File: src/hdl/riscvPkg.sv
package riscvPkg;

    // major opcodes
    localparam logic [6:0] OP_RTYPE  = 7'b0110011;
    localparam logic [6:0] OP_ITYPE  = 7'b0010011;
    localparam logic [6:0] OP_LOAD   = 7'b0000011;
    localparam logic [6:0] OP_STORE  = 7'b0100011;
    localparam logic [6:0] OP_BRANCH = 7'b1100011;

    // funct3 codes, arithmetic then branch and memory
    localparam logic [2:0] F3_ADD  = 3'b000;
    localparam logic [2:0] F3_SLT  = 3'b010;
    localparam logic [2:0] F3_OR   = 3'b110;
    localparam logic [2:0] F3_AND  = 3'b111;
    localparam logic [2:0] F3_BEQ  = 3'b000;
    localparam logic [2:0] F3_BNE  = 3'b001;
    localparam logic [2:0] F3_WORD = 3'b010;

    // alu operations
    localparam logic [2:0] ALU_ADD = 3'b000;
    localparam logic [2:0] ALU_SUB = 3'b001;
    localparam logic [2:0] ALU_AND = 3'b010;
    localparam logic [2:0] ALU_OR  = 3'b011;
    localparam logic [2:0] ALU_SLT = 3'b101;

    // immediate formats
    localparam logic [1:0] IMM_I = 2'b00;
    localparam logic [1:0] IMM_S = 2'b01;
    localparam logic [1:0] IMM_B = 2'b10;

    // one instruction word seen through each format
    typedef union packed {
        struct packed {
            logic [6:0]  funct7;
            logic [4:0]  rs2;
            logic [4:0]  rs1;
            logic [2:0]  funct3;
            logic [4:0]  rd;
            logic [6:0]  opcode;
        } rType;
        struct packed {
            logic [11:0] imm;
            logic [4:0]  rs1;
            logic [2:0]  funct3;
            logic [4:0]  rd;
            logic [6:0]  opcode;
        } iType;
        struct packed {
            logic [6:0]  immHi;
            logic [4:0]  rs2;
            logic [4:0]  rs1;
            logic [2:0]  funct3;
            logic [4:0]  immLo;
            logic [6:0]  opcode;
        } sType;
        struct packed {
            logic        imm12;
            logic [5:0]  imm10to5;
            logic [4:0]  rs2;
            logic [4:0]  rs1;
            logic [2:0]  funct3;
            logic [3:0]  imm4to1;
            logic        imm11;
            logic [6:0]  opcode;
        } bType;
    } instrWordU;

endpackage

File: src/hdl/executeStage.sv
`timescale 1ns/1ps

module executeStage
    import riscvPkg::*;
(
    input  logic [31:0] pc,
    input  logic [31:0] rd1,
    input  logic [31:0] rd2,
    input  logic [31:0] immExt,
    input  logic [2:0]  aluCtrl,
    input  logic        aluSrc,
    input  logic        isBranch,
    input  logic        branchOnNotEqual,
    output logic [31:0] aluResult,
    output logic        takeBranch,
    output logic [31:0] pcTarget
);

    logic [31:0] srcA;
    logic [31:0] srcB;
    logic        zero;
    logic        lessThan;

    // operand select
    assign srcA = rd1;
    assign srcB = aluSrc ? immExt : rd2;

    // signed compare for slt/slti
    assign lessThan = $signed(srcA) < $signed(srcB);

    always_comb begin
        case (aluCtrl)
            ALU_ADD: aluResult = srcA + srcB;
            ALU_SUB: aluResult = srcA - srcB;
            ALU_AND: aluResult = srcA & srcB;
            ALU_OR:  aluResult = srcA | srcB;
            ALU_SLT: aluResult = {31'd0, lessThan};
            default: aluResult = srcA + srcB;
        endcase
    end

    assign zero = (aluResult == 32'd0);

    // beq takes on zero, bne on nonzero
    always_comb begin
        if (!isBranch) begin
            takeBranch = 1'b0;
        end else if (branchOnNotEqual) begin
            takeBranch = ~zero;
        end else begin
            takeBranch = zero;
        end
    end

    // branch target, pc relative
    assign pcTarget = pc + immExt;

endmodule

File: config.mk
export PLATFORM = sky130hd
export DESIGN_NAME = executeStage
export DESIGN_NICKNAME = d
export VERILOG_FILES = /design/src/hdl/riscvPkg.sv /design/src/hdl/executeStage.sv
export SDC_FILE = /design/constraint.sdc
export NUM_CORES = 1
export LEC_CHECK = 0
export ABC_AREA = 1
export ABC_CLOCK_PERIOD_IN_PS = 3200
export BUFFER_PORTS_ARGS = -buffer_cell sky130_fd_sc_hd__buf_2
export CORE_UTILIZATION = 58
export DETAILED_ROUTE_END_ITERATION = 6
export PLACE_DENSITY = 0.9
export SETUP_SLACK_MARGIN = 0.1
export SYNTH_ARGS = -nofsm -noshare
export SYNTH_HDL_FRONTEND = slang
export SYNTH_SLANG_ARGS = --single-unit
File: constraint.sdc
create_clock -name vclk -period 3.2
set_clock_uncertainty 0.05 [all_clocks]
set_input_delay 0 -clock vclk [all_inputs]
set_output_delay 0 -clock vclk [all_outputs]
set_load 0.02 [all_outputs]
==> results of run 1 <==
through the flow:
step | setup slack [ns] | cells
2_1_floorplan | 0.107 | 1748
3_3_place_gp | 0.0379 | 2182
3_5_place_dp | 0.0221 | 2182
4_1_cts | 0.101 | 2182
5_1_grt | 0.00456 | 2189
6_report | 0.196 | 2189
power groups by stage:
stage	registers [mW]	logic, mW	clock network [mW]
4_1_cts	0	2.48	0
6_report	0	2.78	0
2_1_floorplan	0	1.57	0
3_5_place_dp	0	2.46	0
3_3_place_gp	0	2.42	0
5_1_grt	0	3.00	0
layer usage:
layer / part of all wire / vias to the layer above / global-route usage
met5: 0 / - / 0
met4: 0.043 / 0 / 0.144
met3: 0.15 / 150 / 0.127
met2: 0.43 / 866 / 0.663
met1: 0.38 / 5349 / 0.547
li1: - / 5863 / -
logic make-up (layout without fill, tap and decap cells):
logic type / after synthesis / count (layout)
xor+xnor: 36 / 36
compound gates: 204 / 204
fa+ha+maj: 132 / 132
buf+inv: 449 / 706
simple gates: 927 / 927
worst max-delay path, stage by stage:
cell and delay (ns):
buf_8 0.13, buf_6 0.16, o21ai_2 0.24, buf_4 0.16, inv_1 0.03, ha_1 0.21
a21oi_1 0.29, nand2_1 0.14, nand2_1 0.10, nand3_1 0.13, a21oi_2 0.15, nand2_1 0.07
nand2_1 0.06, nand2_1 0.05, nand2_1 0.07, nand3_2 0.12, nor2_1 0.12, nand2_1 0.10
nor2_2 0.16, nand2_1 0.08, nor2_1 0.09, nor2_1 0.04, nor2_1 0.10, buf_4 0.15
Yosys cell counts, drive strengths merged (2+ instances only):
master / n
nand2: 559
inv: 407
nor2: 173
nand3: 140
ha: 129
a21oi: 105
o21ai: 64
buf: 27
xor2: 25
nand4: 21
nor3: 20
clkbuf: 14
xnor2: 11
a31oi: 8
a21boi: 7
and2: 6
o21bai: 5
a21o: 3
fa: 3
or2: 3
a221oi: 2
and3: 2
nand3b: 2
o2111ai: 2
o22ai: 2
area by class of cell:
class	instances	area (um2)
Multi-Input combinational cell	1299	7570
Fill cell	1246	3400
Timing Repair Buffer	298	1810
Inverter	408	1530
Tap cell	184	230
worst paths after layout:
check | endpoint | startpoint | cells past startpoint | slack, ns
worst min-delay path | takeBranch | isBranch | 4 | 0.28
worst max-delay path | takeBranch | aluSrc | 24 | 0.20
timing repair:
item	in CTS	in global routing
buffers inserted	0	4
cloned	0	3
endpoints found under the setup margin	1	1
gates resized for setup	16	172
pin swaps	0	9
==> qor.yml, run 1 <==
die:
  placement_rows: 44
  fp.dieH_um: 124
  num_io_pins: 199
  initial_utilization: 0.595
  core_mm2: 0.0145
  horizontal_die_dimension_um: 124
  design.die.area_mm2: 0.0154
yosys:
  yosysTopAreaCell: "nand2_1"
  synthDistinctLibCells: 43
  synth_top_area_frac: 0.243
  synth-adder-area-share: 0.194
  synth_compound_gate_area_share: 0.129
  postSynthCellCount: 1748
  synthTopCellsByArea: "nand2_1 (24%), ha_1 (19%), inv_1 (18%)"
  ys.warnings.count: 0
  synth.area.mux_share: 0
  simple_gate_share_of_the_synthesized_area: 0.440
  seq_area_frac_synth: 0
  synth.cell_area_mm2: 0.00865
  synth-xor-area-share: 0.0365
  syn-mean-instance-area_um2: 4.95
  synthesis.nets: 2014
  synth_top_family_by_area: "simple AND/OR/NAND/NOR gates"
worst_setup_path:
  endpoint_kind: "primary output"
  timing.critical_path.required_ns: 3.15
  cp_data_arrival_time_ns: 2.95
  crit_path_launch_type: "input pin"
  timing.setup.critical_path_class: "in2out"
  crit_path_max_fo: 12
cells_and_area:
  area_occupied_by_registers_um2: 0
  stdcell_area_mm2: 0.0111
  final_cell_mix: "nand2_1 (540), inv_1 (404), buf_2 (197)"
  layout-area-overhead-vs-synth_pct: 28.8
  clkbuf_count: 0
  proportion_of_layout_cells_with_a_drive_suffix_above_1: 0.220
  final_common_cell: "nand2_1"
  utilization: 0.766
  diodes_inserted: 0
  num-nets-final: 2273
  n_sequential_cell: 0
drt:
  drc: 0
  final_antenna_net_count: 0
  route.final.wire_length_um: 35400
  drt_pass1_iterations: 7
  total_number_of_vias: 12228
  first_iter_violations: 1505
  post_drt_via_cell_ratio: 5.59
  route.detailed.wl_per_inst_um: 16.2
pwr:
  peakVddDrop_mv: 0.159
  leakagePower_nw: 6.96
  fin_total_pwr_mw: 2.78
  power_frac_seq: 0
  p_int_mw: 1.01
  p_sw_mw: 1.78
  switching_share: 0.638
  share_comb_of_total_power: 1.000
  power_per_cell_area_mw_per_mm2: 250
  clkPwrFrac: 0
grt:
  grt.total_usage: 0.423
  largest_net_degree_at_the_start_of_global_routing: 49
  grt_first_pass_wirelength_um: 50700
  grt_remaining_overflow: 0
  via_count_of_the_first_global_routing_pass: 10538
  initial_antenna_violation_count: 0
sta:
  fin_tns_setup_ns: 0
  maximum_clock_frequency_mhz: 333
  final-max-slew-violation-count: 0
  final-hold-violation-count: 0
  hold_slack_ns: 0.281
  worst_slew_margin_rel: 0.559
  finalWorstPathRequiredPeriod_ns: 3.00
  timing.final.crit_share: 0.939
  worstMarginPinSlew_ns: 0.660
  final-setup-viol-count: 0
  setup_repair_after_global_routing_missed_its_margin: "no"
worst_hold_path:
  hp-class: "in2out"
placement:
  port_buffers: 199
  place.gp.congestion: 1.10
  detailed_place_hpwl_um: 28700
  placed_cell_area_mm2: 0.0104
run:
  maxCapViolations: 0
outcome:
  run_status: "finished, final reports clean"
clock_network:
  holdBufCountCts: 0
Power figures use the tool's default switching activity.
==> inputs of run 2 (changes only) <==
Settings changed: CORE_ASPECT_RATIO set to 1.1.
==> run 2 against run 1 <==
Non-clock buffer count down 14. Combinational power down 4%. First-iteration DRC count down 13%. Total power down 4.3%. Cell count down 0.27%. Die area about the same. Count of clock-buffer cells in the layout unchanged. Final area down 2.8%. Largest cell class unchanged.
==> qor.yml, run 2 (synthesis gave the netlist of run 1 again) <==
worst_setup_path:
  cpLargestDelayFamily: "simple AND/OR/NAND/NOR gates"
  endpoint_kind: "primary output"
  cp_data_arrival_time_ns: 2.98  # +0.03 ns
  timing.critical_path.required_ns: 3.15  # about the same
  timing.critical_path.buf_inv: 7  # +2
  setup.worst_path.start: "aluSrc"
  timing.setup.critical_path_class: "in2out"
  crit_path_top_delay_cell: "ha_2"
  crit_path_launch_type: "input pin"
  crit_path_cell_trace: "buf_8 -> buf_12 -> o21ai_1 -> buf_4 -> ha_2 -> buf_4 -> nand2_1 -> inv_1 -> nand2_1 -> nand2_1 -> nand3b_1 -> buf_4 -> xor2_1 -> nand2_1 -> nand3_1 -> nor2_1 -> nand2_1 -> nor2_1 -> nand3_1 -> nor2_1 -> nor2_1 -> nor2_1 -> buf_4"
  crit_path_max_fo: 8  # -4
  timing.critical_path.slowest_cell_delay_ns: 0.31  # +0.02 ns
sta:
  maximum_clock_frequency_mhz: 330  # -0.76%
  hold_slack_ns: 0.281  # +0.000574 ns
  worstMarginPinSlew_ns: 0.756  # +0.0960 ns
  final-hold-violation-count: 0  # unchanged
  final-max-slew-violation-count: 0  # unchanged
  setup_repair_after_global_routing_missed_its_margin: "no"
  finalWorstPathRequiredPeriod_ns: 3.03  # +0.0230 ns
  worst_slew_margin_rel: 0.496  # -0.0633
  timing.final.crit_share: 0.946  # +0.00718
  final-setup-viol-count: 0  # unchanged
cells_and_area:
  final_common_cell: "nand2_1"
  final_cell_mix: "nand2_1 (547), inv_1 (404), buf_2 (198)"
  n_sequential_cell: 0  # unchanged
  num-fill-cells: 1333  # +7.0%
  area_occupied_by_registers_um2: 0  # unchanged
  proportion_of_layout_cells_with_a_drive_suffix_above_1: 0.202  # -0.0185
  num-nets-final: 2259  # -0.62%
  stdcell_area_mm2: 0.0108  # -2.8%
  clkbuf_count: 0  # unchanged
  diodes_inserted: 0  # unchanged
  layout-area-overhead-vs-synth_pct: 25.2
  area_used_by_multi_input_combinational_logic_mm2: 0.00732  # -3.3%
drt:
  route.detailed.wl_per_inst_um: 15.9  # -1.5%
  post_drt_via_cell_ratio: 5.48  # -2.0%
  first_iter_violations: 1309  # -13%
  total_number_of_vias: 11956  # -2.2%
  drc: 0  # unchanged
  drt_pass1_iterations: 6  # -1
  route.final.wire_length_um: 34800  # -1.7%
  final_antenna_net_count: 0  # unchanged
grt:
  globalRoute.busiestLayer: "met2"
  use_met3: 0.0621  # -0.0648
  gr-usage-met2: 0.709  # +0.0464
  via_count_of_the_first_global_routing_pass: 10595  # +0.54%
  globalRouteMet1Util: 0.540  # -0.00619
  grt_remaining_overflow: 0  # unchanged
  largest_net_degree_at_the_start_of_global_routing: 33  # -33%
  grt.total_usage: 0.418  # -0.00503
  grt_first_pass_wirelength_um: 51500  # +1.6%
  initial_antenna_violation_count: 0  # unchanged
die:
  num_io_pins: 199  # unchanged
  horizontal_die_dimension_um: 118  # -4.6%
  core_mm2: 0.0145  # -0.21%
  fp.dieH_um: 130  # +4.8%
  initial_utilization: 0.596  # +0.00123
  placement_rows: 46  # +4.5%
  design.die.area_mm2: 0.0154  # about the same
outcome:
  run_status: "finished, final reports clean"
pwr:
  leakagePower_nw: 6.86  # -1.4%
  peakVddDrop_mv: 0.182  # +14%
  power_per_cell_area_mw_per_mm2: 246  # -1.5%
placement:
  detailed_place_hpwl_um: 28900  # +0.52%
  placed_cell_area_mm2: 0.0103  # -1.1%
  place.gp.congestion: 1.06  # -3.4%
  port_buffers: 199  # unchanged
worst_hold_path:
  hp-class: "in2out"
  hold_path_startpoint: "isBranch"
run:
  maxCapViolations: 0  # unchanged
clock_network:
  holdBufCountCts: 0  # unchanged
## run 2: through the flow
stage | total power [mW] | cells | TNS, ns | utilization | worst slack, ns
2_1_floorplan | 1.57 | 1748 | 0 | - | 0.107
3_3_place_gp | 2.38 | 2173 | -0.0302 | 0.707 | -0.0302
3_5_place_dp | 2.41 | 2173 | -0.0467 | 0.707 | -0.0467
4_1_cts | 2.45 | 2175 | 0 | 0.713 | 0.112
5_1_grt | 2.89 | 2183 | 0 | 0.746 | 0.00231
6_report | 2.66 | 2183 | 0 | 0.746 | 0.173
## run 2: final timing paths
kind / endpoint / slack (ns) / cells after the start
min: takeBranch / 0.28 / 4
max: takeBranch / 0.17 / 23
## run 2: layout make-up
class / count / share of cell area
Multi-Input combinational cell: 1299 / 0.676
Timing Repair Buffer: 284 / 0.160
Inverter: 408 / 0.142
Tap cell: 192 / 0.0222
## run 2: metal layers
layer,share of wire,routed length (um),vias to the layer above
li1,-,-,5820
met1,0.39,13700,5316
met2,0.44,15500,705
met3,0.12,4180,115
met4,0.042,1470,0
met5,0,0,-
## run 2: power by group
part	switching (mW)	internal, mW	total (mW)	leakage [nW]
combinational	1.71	0.951	2.66	6.86
clock	0	0	0	0
sequential	0	0	0	0
## run 2: repair_timing
item,in CTS,in global routing
gates cloned,1,3
buffers inserted,1,5
pin swaps,4,6
endpoints found under the setup margin,1,1
endpoints found under the hold margin,0,0
resized for setup,26,118
## run 2: worst min-delay path, stage by stage
cell     delay (ns)
buf_2          0.10
nand2_1        0.05
nor2_1         0.04
buf_4          0.14
==> inputs of run 3 (changes only) <==
Settings changed: ABC_CLOCK_PERIOD_IN_PS 3200 to 2500, CORE_UTILIZATION 58 to 53, PLACE_DENSITY 0.9 to 0.87.
Clock period 3.2 ns to 2.5 ns, I/O delays scaled along.
==> run 3 against run 2 <==
The flow now stops in global routing. Synthesized cell count unchanged. Synthesized area unchanged.
==> qor.yml, run 3 <==
outcome:
  failed_stage: "global routing"
  tool.error: "[ERROR GRT-0232] Routing congestion too high. Check the congestion heatmap in the GUI."
  run_status: "stopped before the end"
die:
  initial_utilization: 0.547  # -0.0487
  fp.dieH_um: 136  # +4.5%
  placement_rows: 48  # +4.3%
  num_io_pins: 199  # unchanged
  horizontal_die_dimension_um: 124  # +4.5%
yosys:
  ys_top_cells_by_count: "nand2_1 (559), inv_1 (405), nor2_1 (168)"
  synthDistinctLibCells: 43  # unchanged
  syn-mean-instance-area_um2: 4.95  # unchanged
  synth_top_area_frac: 0.243  # unchanged
  ys.warnings.count: 0  # unchanged
  yosysTopAreaCell: "nand2_1"
  synthesis.nets: 2014  # unchanged
  synth.cell_area_mm2: 0.00865  # unchanged
  synthTopCellsByArea: "nand2_1 (24%), ha_1 (19%), inv_1 (18%)"
  yosysMostFrequentCell: "nand2_1"
  seq_area_frac_synth: 0  # unchanged
  postSynthCellCount: 1748  # unchanged
grt:
  grt.total_usage: 0.901
  grt_remaining_overflow: 446
  largest_net_degree_at_the_start_of_global_routing: 33
sta:
  grt_worst_setup_endpoint: "takeBranch"
  timing.repair.worst_endpoint_type: "primary output"
placement:
  detailed_place_hpwl_um: 31300  # +8.4%
  place.gp.congestion: 0.995  # -6.1%
  port_buffers: 199  # unchanged
  placed_cell_area_mm2: 0.0118  # +15%
[run 3: cell counts after synthesis]
Identical to the previous run, type by type.
[run 3: what timing repair did]
item / 4_1_cts
resized for setup: 262
pin swaps: 59
setup buffers: 17
hold buffers: 0
endpoints found under the setup margin: 31
gates cloned: 5
hold endpoints to repair: 0
[run 3: cells by family after synthesis]
group | synth area share
AO/OA/AOI/OAI | 0.129
XOR/XNOR | 0.0365
adder cells (fa/ha/maj) | 0.194
buffers and inverters | 0.201
AND/OR/NAND/NOR | 0.440
[run 3: through the flow]
step	std cells	worst slack, ns
3_5_place_dp	2367	-0.663
3_3_place_gp	2367	-0.662
2_1_floorplan	1748	-0.0828
4_1_cts	2389	-0.321
[run 3: per-layer routing]
layer / GRT usage / overflow
met5: 0.513 / 1
met4: 1.01 / 140
met3: 0.757 / 6
met2: 1.07 / 291
met1: 0.842 / 8
==> inputs of run 4 (changes only) <==
Settings changed: ABC_CLOCK_PERIOD_IN_PS 2500 to 3250, CORE_ASPECT_RATIO 1.1 to not set, CORE_UTILIZATION 53 to 40, PLACE_DENSITY 0.87 to not set, PLACE_DENSITY_LB_ADDON set to 0.15, SETUP_SLACK_MARGIN 0.1 to not set.
Clock period 2.5 ns to 3.25 ns, I/O delays scaled along.
==> run 4 against run 3 <==
The flow now finishes without violations.
==> qor.yml, run 4 (synthesis gave the netlist of run 1 again) <==
grt:
  via_count_of_the_first_global_routing_pass: 10348
  grt.total_usage: 0.317
  initial_antenna_violation_count: 1
  grt_remaining_overflow: 0
  largest_net_degree_at_the_start_of_global_routing: 60
  grt_first_pass_wirelength_um: 54700
die:
  design.die.area_mm2: 0.0222
  num_io_pins: 199  # unchanged
  horizontal_die_dimension_um: 149  # +20%
  core_mm2: 0.0211
  initial_utilization: 0.410  # -0.137
  placement_rows: 53  # +10%
  fp.dieH_um: 149  # +9.6%
sta:
  worst_slew_margin_rel: 0.561
  finalWorstPathRequiredPeriod_ns: 3.03
  worstMarginPinSlew_ns: 0.658
  final-max-slew-violation-count: 0
  hold_slack_ns: 0.276
  maximum_clock_frequency_mhz: 330
  timing.final.crit_share: 0.931
  final-setup-viol-count: 0
  final-hold-violation-count: 0
worst_setup_path:
  crit_path_max_fo: 5
  endpoint_kind: "primary output"
  timing.setup.critical_path_class: "in2out"
  timing.critical_path.required_ns: 3.20
  cp_data_arrival_time_ns: 2.98
  crit_path_launch_type: "input pin"
placement:
  place.gp.congestion: 0.998  # +0.24%
  port_buffers: 199  # unchanged
  detailed_place_hpwl_um: 31500  # +0.81%
cells_and_area:
  utilization: 0.524
  proportion_of_layout_cells_with_a_drive_suffix_above_1: 0.207
  clkbuf_count: 0
  area_occupied_by_registers_um2: 0
  num-fill-cells: 2383
  num-nets-final: 2286
  area_used_by_multi_input_combinational_logic_mm2: 0.00728
  diodes_inserted: 0
  n_sequential_cell: 0
  final_cell_mix: "nand2_1 (545), inv_1 (405), buf_2 (197)"
  final_common_cell: "nand2_1"
  layout-area-overhead-vs-synth_pct: 27.8
pwr:
  peakVddDrop_mv: 0.121
  power_per_cell_area_mw_per_mm2: 243
  fin_total_pwr_mw: 2.69
  leakagePower_nw: 6.96
drt:
  total_number_of_vias: 11457
  route.final.wire_length_um: 36700
  drt_pass1_iterations: 6
  drc: 0
  first_iter_violations: 814
  post_drt_via_cell_ratio: 5.00
  final_antenna_net_count: 0
  route.detailed.wl_per_inst_um: 16.0
worst_hold_path:
  cell_depth_of_the_worst_hold_path: 4
  hp-class: "in2out"
  hold_path_startpoint: "isBranch"
  timing.hold.worst_endpoint: "takeBranch"
clock_network:
  holdBufCountCts: 0  # unchanged
run:
  maxCapViolations: 0
outcome:
  run_status: "finished, final reports clean"
-- run 4: repair_timing --
action,CTS,global route
gates resized for setup,4,126
setup buffers,0,6
setup endpoints to repair,1,1
gates cloned,0,3
pin swaps,1,14
-- run 4: critical path, stage by stage --
cell	delay (ns)
buf_6	0.13
buf_6	0.12
nand2_1	0.06
o21ai_1	0.07
buf_4	0.15
inv_1	0.06
ha_2	0.18
fa_2	0.38
nand3_1	0.11
nand3_2	0.10
nand3_1	0.09
nand3b_1	0.22
buf_4	0.22
xor2_1	0.13
nand2_1	0.08
nand3_2	0.11
nor2_2	0.13
nand2_1	0.06
nor2_1	0.10
nand3_1	0.08
nor2_1	0.11
nor2_1	0.04
nor2_1	0.09
buf_4	0.14
-- run 4: worst max-delay path by stage --
stage,depth (start not counted),slack (ns),startpoint,to
floorplan,26,0.16,aluSrc,takeBranch
global placement,21,-0.03,aluSrc,takeBranch
detailed placement,25,-0.03,aluSrc,takeBranch
CTS,20,0.01,aluSrc,takeBranch
global route,24,-0.07,aluSrc,takeBranch
finish,24,0.22,aluSrc,takeBranch
-- run 4: through the flow --
step	area [um2]	TNS [ns]	std cells	worst slack [ns]
2_1_floorplan	8650	0	1748	0.157
3_3_place_gp	10600	-0.0290	2284	-0.0290
3_5_place_dp	10600	-0.0337	2284	-0.0337
4_1_cts	10600	0	2284	0.0107
5_1_grt	11100	-0.0692	2293	-0.0692
6_report	11100	0	2293	0.223
-- run 4: final cells by class --
cell class,count,share of cell area
timing repair buffer,311,0.172
inverter,408,0.139
multi-input combinational,1299,0.658
tap,275,0.0311
-- run 4: power breakdown --
| group | total, mW | internal, mW | switching, mW |
|---|---|---|---|
| combinational | 2.69 | 0.979 | 1.71 |
| clock | 0 | 0 | 0 |
| sequential | 0 | 0 | 0 |
-- run 4: per-layer routing --
| metal | up-vias | track usage | wire length [um] |
|---|---|---|---|
| met3 | 41 | 0.0483 | 3210 |
| li1 | 5895 | - | - |
| met5 | - | 0 | 12 |
| met4 | 2 | 0.0520 | 583 |
| met1 | 5079 | 0.456 | 17200 |
| met2 | 440 | 0.499 | 15800 |
